$ cat config.mk
export PLATFORM = sky130hd
export DESIGN_NAME = alu_top
export DESIGN_NICKNAME = d
export VERILOG_FILES = /design/src/alu_pkg.sv /design/src/alu_res_if.sv /design/src/alu_op_if.sv /design/src/alu_top.sv /design/src/result_stage.sv /design/src/logic_unit.sv /design/src/arith_unit.sv /design/src/operand_capture.sv
export SDC_FILE = /design/constraint.sdc
export NUM_CORES = 1
export LEC_CHECK = 0
export BUFFER_PORTS_ARGS = -buffer_cell sky130_fd_sc_hd__buf_2
export CAP_MARGIN = 30
export CORE_ASPECT_RATIO = 1.4
export CORE_MARGIN = 2
export CORE_UTILIZATION = 50
export DETAILED_ROUTE_END_ITERATION = 16
export PLACE_DENSITY_LB_ADDON = 0.08
export SYNTH_ARGS = -nofsm -noshare
export SYNTH_HDL_FRONTEND = slang
export SYNTH_SLANG_ARGS = --single-unit
$ cat constraint.sdc
create_clock -name CLK -period 5.4 [get_ports CLK]
set_input_delay 0.27 -clock CLK [delete_from_list [all_inputs] [get_ports CLK]]
set_output_delay 0.27 -clock CLK [all_outputs]
set_load 0.005 [all_outputs]
$ cat src/alu_pkg.sv
package alu_pkg;

  localparam int CMD_W = 4;                  // Command word width, fixed by the union

  localparam logic MODE_ARITH = 1'b1;        // MODE value that selects the arithmetic unit

  // Arithmetic command codes, read when MODE is high
  typedef enum logic [CMD_W-1:0] {
    ADD   = 4'd0,                            // A + B
    SUB   = 4'd1,                            // A - B
    ADC   = 4'd2,                            // A + B + CIN
    SBB   = 4'd3,                            // A - B - CIN
    INC_A = 4'd4,                            // A + 1
    DEC_A = 4'd5,                            // A - 1
    INC_B = 4'd6,                            // B + 1
    DEC_B = 4'd7,                            // B - 1
    CMP   = 4'd8,                            // Unsigned compare, no result word
    SADD  = 4'd11,                           // Signed add with signed compare
    SSUB  = 4'd12                            // Signed subtract with signed compare
  } arith_cmd_e;

  // Logic command codes, read when MODE is low
  typedef enum logic [CMD_W-1:0] {
    AND   = 4'd0,                            // Bitwise ops on A and B
    NAND  = 4'd1,
    OR    = 4'd2,
    NOR   = 4'd3,
    XOR   = 4'd4,
    XNOR  = 4'd5,
    NOT_A = 4'd6,                            // Single operand inversions
    NOT_B = 4'd7,
    SHR_A = 4'd8,                            // One-bit shifts, zero fill
    SHL_A = 4'd9,
    SHR_B = 4'd10,
    SHL_B = 4'd11,
    ROL   = 4'd12,                           // Rotate A by low bits of B
    ROR   = 4'd13
  } logic_cmd_e;

  // One CMD word, two decodings picked by MODE
  typedef union packed {
    arith_cmd_e a_cmd;                       // Arithmetic view
    logic_cmd_e l_cmd;                       // Logic view
  } alu_cmd_u;

endpackage
$ cat src/alu_res_if.sv
`timescale 1ns/1ps

// Unregistered result of one execution unit
interface alu_res_if #(
  parameter int OPERAND_WIDTH = 8
);

  logic [OPERAND_WIDTH:0] res;               // One bit wider than an operand
  logic                   cout;              // Carry out
  logic                   oflow;             // Borrow or signed overflow
  logic                   g;                 // Compare greater
  logic                   e;                 // Compare equal
  logic                   l;                 // Compare less
  logic                   err;               // Bad command or rotate amount

  // Execution unit side
  modport source (output res, cout, oflow, g, e, l, err);

  // Result stage side
  modport sink (input res, cout, oflow, g, e, l, err);

endinterface

$ cat src/alu_op_if.sv
`timescale 1ns/1ps

// Issued operation from capture to the execution units and result stage
interface alu_op_if #(
  parameter int OPERAND_WIDTH = 8
);
  import alu_pkg::*;

  logic                     issue;           // One-cycle strobe per operation
  logic                     timeout;         // Issue is a timeout error
  logic                     mode;            // High for arithmetic
  alu_cmd_u                 cmd;             // Captured command word
  logic [OPERAND_WIDTH-1:0] opa;             // Held operand A
  logic [OPERAND_WIDTH-1:0] opb;             // Held operand B
  logic                     cin;             // Captured carry in

  // Capture side drives everything
  modport source (output issue, timeout, mode, cmd, opa, opb, cin);

  // Execution units only see the operation payload
  modport sink (input cmd, opa, opb, cin);

  // Result stage needs the strobe and selection
  modport monitor (input issue, timeout, mode);

endinterface

$ cat src/alu_top.sv
`timescale 1ns/1ps

module alu_top #(
  parameter int OPERAND_WIDTH  = 8,
  parameter int TIMEOUT_CYCLES = 16
) (
  input  logic                      CLK,
  input  logic                      RST,
  input  logic                      CE,
  input  logic                      MODE,        // High for arithmetic
  input  logic                      CIN,
  input  logic [alu_pkg::CMD_W-1:0] CMD,
  input  logic [1:0]                INP_VALID,   // Bit 0 for OPA, bit 1 for OPB
  input  logic [OPERAND_WIDTH-1:0]  OPA,
  input  logic [OPERAND_WIDTH-1:0]  OPB,
  output logic [OPERAND_WIDTH:0]    RES,
  output logic                      COUT,
  output logic                      OFLOW,
  output logic                      G,
  output logic                      E,
  output logic                      L,
  output logic                      ERR,
  output logic                      RES_VALID    // One cycle after the issue
);

  alu_op_if  #(.OPERAND_WIDTH(OPERAND_WIDTH)) op_if ();     // Issued operation
  alu_res_if #(.OPERAND_WIDTH(OPERAND_WIDTH)) arith_if ();  // Arithmetic result
  alu_res_if #(.OPERAND_WIDTH(OPERAND_WIDTH)) logic_if ();  // Logic result

  operand_capture #(
    .OPERAND_WIDTH (OPERAND_WIDTH),
    .TIMEOUT_CYCLES(TIMEOUT_CYCLES)
  ) u_capture (
    .CLK      (CLK),
    .RST      (RST),
    .ce       (CE),
    .inp_valid(INP_VALID),
    .mode     (MODE),
    .cmd      (CMD),
    .cin      (CIN),
    .opa      (OPA),
    .opb      (OPB),
    .op       (op_if.source)
  );

  arith_unit #(.OPERAND_WIDTH(OPERAND_WIDTH)) u_arith (
    .op (op_if.sink),
    .res(arith_if.source)
  );

  logic_unit #(.OPERAND_WIDTH(OPERAND_WIDTH)) u_logic (
    .op (op_if.sink),
    .res(logic_if.source)
  );

  result_stage #(.OPERAND_WIDTH(OPERAND_WIDTH)) u_result (
    .CLK      (CLK),
    .RST      (RST),
    .op       (op_if.monitor),
    .arith_res(arith_if.sink),
    .logic_res(logic_if.sink),
    .RES      (RES),
    .COUT     (COUT),
    .OFLOW    (OFLOW),
    .G        (G),
    .E        (E),
    .L        (L),
    .ERR      (ERR),
    .RES_VALID(RES_VALID)
  );

endmodule

$ cat src/result_stage.sv
`timescale 1ns/1ps

module result_stage #(
  parameter int OPERAND_WIDTH = 8
) (
  input  logic               CLK,
  input  logic               RST,
  alu_op_if.monitor          op,
  alu_res_if.sink            arith_res,
  alu_res_if.sink            logic_res,
  output logic [OPERAND_WIDTH:0] RES,
  output logic               COUT,
  output logic               OFLOW,
  output logic               G,
  output logic               E,
  output logic               L,
  output logic               ERR,
  output logic               RES_VALID
);
  import alu_pkg::*;

  logic use_arith;                           // MODE picks the unit

  assign use_arith = op.mode == MODE_ARITH;

  always_ff @(posedge CLK) begin
    if (RST) begin
      RES       <= '0;
      COUT      <= 1'b0;
      OFLOW     <= 1'b0;
      G         <= 1'b0;
      E         <= 1'b0;
      L         <= 1'b0;
      ERR       <= 1'b0;
      RES_VALID <= 1'b0;
    end else begin
      RES_VALID <= op.issue;                 // One pulse per issue
      if (op.issue) begin
        if (op.timeout) begin                // Dropped operand, error only
          RES   <= '0;
          COUT  <= 1'b0;
          OFLOW <= 1'b0;
          G     <= 1'b0;
          E     <= 1'b0;
          L     <= 1'b0;
          ERR   <= 1'b1;
        end else if (use_arith) begin
          RES   <= arith_res.res;
          COUT  <= arith_res.cout;
          OFLOW <= arith_res.oflow;
          G     <= arith_res.g;
          E     <= arith_res.e;
          L     <= arith_res.l;
          ERR   <= arith_res.err;
        end else begin
          RES   <= logic_res.res;
          COUT  <= logic_res.cout;
          OFLOW <= logic_res.oflow;
          G     <= logic_res.g;
          E     <= logic_res.e;
          L     <= logic_res.l;
          ERR   <= logic_res.err;
        end
      end                                    // Outputs hold between results
    end
  end

endmodule

$ cat src/logic_unit.sv
`timescale 1ns/1ps

module logic_unit #(
  parameter int OPERAND_WIDTH = 8
) (
  alu_op_if.sink   op,
  alu_res_if.source res
);
  import alu_pkg::*;

  localparam int W    = OPERAND_WIDTH;
  localparam int SH_W = $clog2(OPERAND_WIDTH);  // Rotate amount bits

  logic [SH_W-1:0] rot_amt;                  // Low bits of B
  logic            rot_bad;                  // Higher bits of B set
  logic [2*W-1:0]  rol_d;                    // Doubled A, shifted
  logic [2*W-1:0]  ror_d;
  logic [W-1:0]    val;                      // Result before zero extension
  logic            bad_cmd;

  assign rot_amt = op.opb[SH_W-1:0];
  assign rot_bad = |op.opb[W-1:SH_W];
  assign rol_d   = {op.opa, op.opa} << rot_amt;
  assign ror_d   = {op.opa, op.opa} >> rot_amt;

  always_comb begin
    val     = '0;
    bad_cmd = 1'b0;
    case (op.cmd.l_cmd)
      AND:     val = op.opa & op.opb;
      NAND:    val = ~(op.opa & op.opb);
      OR:      val = op.opa | op.opb;
      NOR:     val = ~(op.opa | op.opb);
      XOR:     val = op.opa ^ op.opb;
      XNOR:    val = ~(op.opa ^ op.opb);
      NOT_A:   val = ~op.opa;
      NOT_B:   val = ~op.opb;
      SHR_A:   val = op.opa >> 1;            // MSB filled with 0
      SHL_A:   val = op.opa << 1;            // Shifted-out bit is lost
      SHR_B:   val = op.opb >> 1;
      SHL_B:   val = op.opb << 1;
      ROL:     val = rol_d[2*W-1:W];         // Upper half holds the wrap
      ROR:     val = ror_d[W-1:0];
      default: bad_cmd = 1'b1;               // Codes 14 and 15
    endcase
  end

  assign res.res = {1'b0, val};              // Bit W is never set here

  // Rotates still produce a result when the amount is out of range
  assign res.err = bad_cmd |
                   (rot_bad & ((op.cmd.l_cmd == ROL) | (op.cmd.l_cmd == ROR)));

  assign res.cout  = 1'b0;                   // No arithmetic flags in logic mode
  assign res.oflow = 1'b0;
  assign res.g     = 1'b0;
  assign res.e     = 1'b0;
  assign res.l     = 1'b0;

endmodule

$ cat src/arith_unit.sv
`timescale 1ns/1ps

module arith_unit #(
  parameter int OPERAND_WIDTH = 8
) (
  alu_op_if.sink   op,
  alu_res_if.source res
);
  import alu_pkg::*;

  localparam int W = OPERAND_WIDTH;

  logic [W:0] ext_a;                         // Zero-extended operands
  logic [W:0] ext_b;
  logic [W:0] sext_a;                        // Sign-extended operands
  logic [W:0] sext_b;
  logic [W:0] add_r;
  logic [W:0] adc_r;
  logic [W:0] sub_r;
  logic [W:0] sbb_r;
  logic [W:0] sadd_r;
  logic [W:0] ssub_r;
  logic       lt_u;                          // Unsigned A < B
  logic       lt_s;                          // Signed A < B
  logic       eq;

  assign ext_a  = {1'b0, op.opa};
  assign ext_b  = {1'b0, op.opb};
  assign sext_a = {op.opa[W-1], op.opa};
  assign sext_b = {op.opb[W-1], op.opb};

  assign add_r  = ext_a + ext_b;
  assign adc_r  = add_r + op.cin;            // Max value still fits W+1 bits
  assign sub_r  = ext_a - ext_b;
  assign sbb_r  = sub_r - op.cin;
  assign sadd_r = sext_a + sext_b;           // Full signed result in W+1 bits
  assign ssub_r = sext_a - sext_b;

  assign lt_u = op.opa < op.opb;
  assign lt_s = $signed(op.opa) < $signed(op.opb);
  assign eq   = op.opa == op.opb;

  always_comb begin
    res.res   = '0;                          // Unused outputs stay at zero
    res.cout  = 1'b0;
    res.oflow = 1'b0;
    res.g     = 1'b0;
    res.e     = 1'b0;
    res.l     = 1'b0;
    res.err   = 1'b0;
    case (op.cmd.a_cmd)
      ADD: begin
        res.res  = add_r;
        res.cout = add_r[W];
      end
      SUB: begin
        res.res   = sub_r;
        res.oflow = lt_u;                    // Unsigned borrow
      end
      ADC: begin
        res.res  = adc_r;
        res.cout = adc_r[W];
      end
      SBB: begin
        res.res   = sbb_r;
        res.oflow = lt_u | (eq & op.cin);    // Borrow through carry in
      end
      INC_A: begin
        res.res  = ext_a + 1'b1;
        res.cout = &op.opa;                  // Same as bit W of the sum
      end
      DEC_A: begin
        res.res   = ext_a - 1'b1;
        res.oflow = ~|op.opa;                // Borrow only from zero
      end
      INC_B: begin
        res.res  = ext_b + 1'b1;
        res.cout = &op.opb;
      end
      DEC_B: begin
        res.res   = ext_b - 1'b1;
        res.oflow = ~|op.opb;
      end
      CMP: begin                             // Flags only, RES stays 0
        res.e = eq;
        res.g = ~eq & ~lt_u;
        res.l = lt_u;
      end
      SADD: begin
        res.res   = sadd_r;
        res.cout  = sadd_r[W];
        res.oflow = sadd_r[W] ^ sadd_r[W-1]; // Sign bits split on overflow
        res.e     = eq;
        res.g     = ~eq & ~lt_s;
        res.l     = lt_s;
      end
      SSUB: begin
        res.res   = ssub_r;
        res.oflow = ssub_r[W] ^ ssub_r[W-1];
        res.e     = eq;
        res.g     = ~eq & ~lt_s;
        res.l     = lt_s;
      end
      default: res.err = 1'b1;               // Codes 9, 10, 13 to 15
    endcase
  end

endmodule

$ cat src/operand_capture.sv
`timescale 1ns/1ps

module operand_capture #(
  parameter int OPERAND_WIDTH  = 8,
  parameter int TIMEOUT_CYCLES = 16
) (
  input  logic                      CLK,
  input  logic                      RST,
  input  logic                      ce,
  input  logic [1:0]                inp_valid,
  input  logic                      mode,
  input  logic [alu_pkg::CMD_W-1:0] cmd,
  input  logic                      cin,
  input  logic [OPERAND_WIDTH-1:0]  opa,
  input  logic [OPERAND_WIDTH-1:0]  opb,
  alu_op_if.source                  op
);
  import alu_pkg::*;

  localparam int CNT_W = $clog2(TIMEOUT_CYCLES + 1);
  localparam logic [CNT_W-1:0] CNT_LAST = CNT_W'(TIMEOUT_CYCLES - 1);

  logic                     cap_a;           // Capture A this edge
  logic                     cap_b;           // Capture B this edge
  logic                     a_nxt;           // A held after this edge
  logic                     b_nxt;           // B held after this edge
  logic                     a_held;
  logic                     b_held;
  logic [CNT_W-1:0]         wait_cnt;        // Edges spent with one operand alone
  logic                     issue_q;
  logic                     timeout_q;
  logic [OPERAND_WIDTH-1:0] opa_q;
  logic [OPERAND_WIDTH-1:0] opb_q;
  alu_cmd_u                 cmd_q;
  logic                     mode_q;
  logic                     cin_q;

  assign cap_a = ce & inp_valid[0];          // CE low hides all inputs
  assign cap_b = ce & inp_valid[1];
  assign a_nxt = a_held | cap_a;
  assign b_nxt = b_held | cap_b;

  // Held flags, wait window and issue strobe
  always_ff @(posedge CLK) begin
    if (RST) begin
      a_held    <= 1'b0;
      b_held    <= 1'b0;
      wait_cnt  <= '0;
      issue_q   <= 1'b0;
      timeout_q <= 1'b0;
    end else begin
      issue_q   <= 1'b0;                     // Strobe lasts one cycle
      timeout_q <= 1'b0;
      if (a_nxt && b_nxt) begin              // Pair complete, issue now
        issue_q  <= 1'b1;
        a_held   <= 1'b0;
        b_held   <= 1'b0;
        wait_cnt <= '0;
      end else if (cap_a || cap_b) begin     // New or overwritten lone operand
        a_held   <= a_nxt;
        b_held   <= b_nxt;
        wait_cnt <= '0;                      // Window restarts
      end else if (a_held ^ b_held) begin    // Waiting, counter runs even with CE low
        if (wait_cnt == CNT_LAST) begin      // Window used up
          issue_q   <= 1'b1;
          timeout_q <= 1'b1;
          a_held    <= 1'b0;                 // Pending operand dropped
          b_held    <= 1'b0;
          wait_cnt  <= '0;
        end else begin
          wait_cnt <= wait_cnt + 1'b1;
        end
      end
    end
  end

  // Operand and command payload
  always_ff @(posedge CLK) begin
    if (cap_a) opa_q <= opa;
    if (cap_b) opb_q <= opb;
    if (cap_a || cap_b) begin                // Any capture takes CMD, MODE, CIN
      cmd_q  <= cmd;
      mode_q <= mode;
      cin_q  <= cin;
    end
  end

  assign op.issue   = issue_q;
  assign op.timeout = timeout_q;
  assign op.mode    = mode_q;
  assign op.cmd     = cmd_q;
  assign op.opa     = opa_q;
  assign op.opb     = opb_q;
  assign op.cin     = cin_q;

endmodule

==> out/qor.json <==
{
  "status": {
    "status": "complete, no violations"
  },
  "power": {
    "power_per_cell_area_mw_per_mm2": 226,
    "ir_drop_mv": 0.181,
    "leakagePower_nw": 2.54
  },
  "sta": {
    "finalHoldViolCount": 0,
    "final_max_slew_viol_count": 0,
    "final_min_period_over_clock_period_pct": 73.9,
    "finalClockSkew_ns": 0.0127,
    "totalNegativeSetupSlack_ns": 0,
    "slew_at_the_pin_closest_to_its_max_slew_limit_ns": 0.967,
    "relSlewSlack_pct": 35.3,
    "finalCriticalPeriod_ns": 3.99,
    "timing.hold.ws_ns": 0.136,
    "grt_setup_unrepaired": "no",
    "fmax_mhz": 251,
    "setup_viol": 0
  },
  "yosys": {
    "netlist-cell-type-count": 81,
    "synthFlopType": "sky130_fd_sc_hd__dfxtp_1",
    "netlist.top_cell.by_area": "sky130_fd_sc_hd__edfxtp_1",
    "yosysSeqAreaShare_pct": 19.4,
    "proportion_of_netlist_area_held_by_the_largest_area_contributor_pct": 11.0,
    "yosys.cell_count.top_type": "sky130_fd_sc_hd__nor2_1",
    "synthCells": 772,
    "warning_count_from_the_yosys_run": 0,
    "avgSynthCellArea_sq_um": 7.76,
    "number_of_register_bits_inferred_by_synthesis": 47,
    "synth_top_cells_by_count": "sky130_fd_sc_hd__nor2_1, sky130_fd_sc_hd__nand2_1, sky130_fd_sc_hd__ha_1",
    "synth_enable_flop_cells": 22,
    "synth_fp_nets": 854,
    "synthTopCellsByArea": "sky130_fd_sc_hd__edfxtp_1, sky130_fd_sc_hd__ha_1, sky130_fd_sc_hd__dfxtp_1",
    "share_of_synthesized_flip_flops_with_an_asynchronous_set_or_reset_pct": 0,
    "synth_area_sq_mm": 0.00599
  },
  "clock_network": {
    "h-tree-depth": 2,
    "tritoncts": "built",
    "cts-hold-fix-buffers": 0,
    "clock_path_buffers": 2,
    "clock_tree.root_cell": "sky130_fd_sc_hd__clkbuf_16",
    "clock-sinks": 47,
    "post_cts.repair.setup_buffers": 0,
    "num_cts_buffers": 5,
    "clk_transition_reported_paths_ns": 0.07,
    "postCtsResizedCells": 0,
    "clk-insertion-delay-late_ns": 0.30
  },
  "floorplan": {
    "fp.dieW_microns": 96.5,
    "ios": 43,
    "fp.coreArea_sq_mm": 0.0118,
    "chipHeight_microns": 134,
    "initial_util_pct": 50.9,
    "dieArea_sq_mm": 0.0129,
    "std_cell_rows": 47
  },
  "layout": {
    "finish.net_count": 860,
    "fin_util_pct": 54.3,
    "drive_gt1_share_pct": 10.8,
    "final_cell_count_no_fill": 927,
    "layout-area-overhead-vs-synth_pct": 6.54
  },
  "worst_setup_path": {
    "critPathSlowestCell": "sky130_fd_sc_hd__edfxtp_1",
    "crit_path_max_fanout": 26,
    "crit_arrival_ns": 4.19,
    "crit_chain": "inv_1 -> ha_1 -> o211ai_1 -> o211a_1 -> a311o_1 -> nor4_2 -> mux2i_1 -> nand3b_1 -> a22o_1",
    "endpoint_class_of_the_critical_path": "flip-flop",
    "criticalPathCategory": "flip-flop to flip-flop",
    "critical-path-max-stage-delay_ns": 0.89,
    "startpoint_type": "flip-flop",
    "crit_required_ns": 5.60
  },
  "placed_design": {
    "hpwlAfterDp_mm": 17.6,
    "gp_congestion": 1.02,
    "placement.io_buffers": 42,
    "place_inst": 918
  },
  "run": {
    "max_cap_violations": 0
  },
  "grt": {
    "grt_pass1_vias": 6152,
    "grtUsageTotal_pct": 36.3,
    "number_of_antenna_violations_at_the_first_check_in_global_routing": 1,
    "maximum_number_of_pins_on_one_net_before_global_route_repair": 63,
    "gr-total-overflow": 0,
    "grt_pass1_wl_mm": 34.7
  },
  "route": {
    "vias": 6399,
    "drtIter0Drc": 784,
    "wire_per_inst_microns": 24.8,
    "post-route-drc-count": 0,
    "route.antenna.remaining_nets": 0,
    "iteration_count_of_the_initial_detailed_routing_pass": 5,
    "drt_wl_total_mm": 22.9,
    "post_drt_via_cell_ratio": 6.90
  },
  "worst_hold_path": {
    "min_path_type": "input port to flip-flop"
  }
}
critical path, delay by kind of cell, from the launching register on:
kind / cells / cell delay [ns]
simple gates: 2 / 0.42
compound gates: 4 / 1.00
flops: 1 / 0.89
fa+ha+maj: 1 / 0.74
mux: 1 / 0.38
buf+inv: 1 / 0.45
placed cells by master (no fill, tap or decap), drive strengths merged, types with 7 or more instances in the layout:
master	Yosys	routed
mux2i	24	24
a21oi	52	52
nand4	11	11
buf	25	53
o21ai	44	44
dfxtp	25	25
nand3	18	18
a31oi	14	14
inv	37	38
ha	51	51
nor4	9	9
edfxtp	22	22
a211oi	31	31
and3	10	10
nor3	25	25
a22oi	7	7
xor2	14	14
nand2b	11	11
o21a	7	7
clkbuf	29	7
o22ai	7	7
o211ai	10	10
nor2b	19	19
xnor2	20	20
a211o	7	7
nor2	68	68
nand2	57	57
and2	9	9
layer usage:
layer	vias to the layer above	part of all wire, %	track usage (%)
li1	2911	-	-
met5	-	0	0
met2	365	47	57.4
met4	0	9.4	29.0
met1	3011	36	42.4
met3	112	7.6	6.05
cell families after synthesis:
logic type	Yosys count	share of synthesized area (%)
AO/OA/AOI/OAI	253	29.6
XOR/XNOR	34	4.97
adder cells (fa/ha/maj)	55	12.0
buffers and inverters	92	6.47
flip-flops	47	19.4
multiplexers	31	5.70
AND/OR/NAND/NOR	260	21.9
final timing paths:
check | start | end | slack [ns] | depth (start not counted)
max | u_capture.op.opb[2] | u_result.COUT | 1.41 | 9
min | OPB[0] | u_capture.op.opb[0] | 0.14 | 1
max reg2reg | u_capture.op.opb[2] | u_result.COUT | 1.41 | 9
min reg2reg | u_result.E | u_result.E | 0.47 | 2
sequential cells by signal (all words and copies together) (netlist names), 4 cells and up:
name / count
u_capture.op.opa: 8
u_capture.op.cmd: 4
u_capture.wait_cnt: 5
u_result.RES: 9
u_capture.op.opb: 8
layout make-up:
class	count	area, sq um
antenna	1	2.50
clock buffer	7	143
clock inverter	1	8.76
fill	1140	5380
inverter	38	143
multi-input combinational	633	4450
sequential	47	1160
tap	147	184
timing repair buffer	53	293
where the power goes:
group          internal [mW]  switching [mW]  leakage (nW)
sequential             0.390          0.0402         0.410
combinational          0.238           0.437          2.06
clock                  0.187           0.149        0.0745
metrics by stage:
step | power [mW] | cell area, sq um | worst slack [ns]
2_1_floorplan | 0.898 | 5990 | 2.31
6_report | 1.44 | 6380 | 1.41
3_3_place_gp | 1.08 | 6230 | 1.57
5_1_grt | 1.51 | 6380 | 1.18
3_5_place_dp | 1.09 | 6230 | 1.51
4_1_cts | 1.42 | 6380 | 1.48
Note: power is estimated with default switching activity, not from simulation.
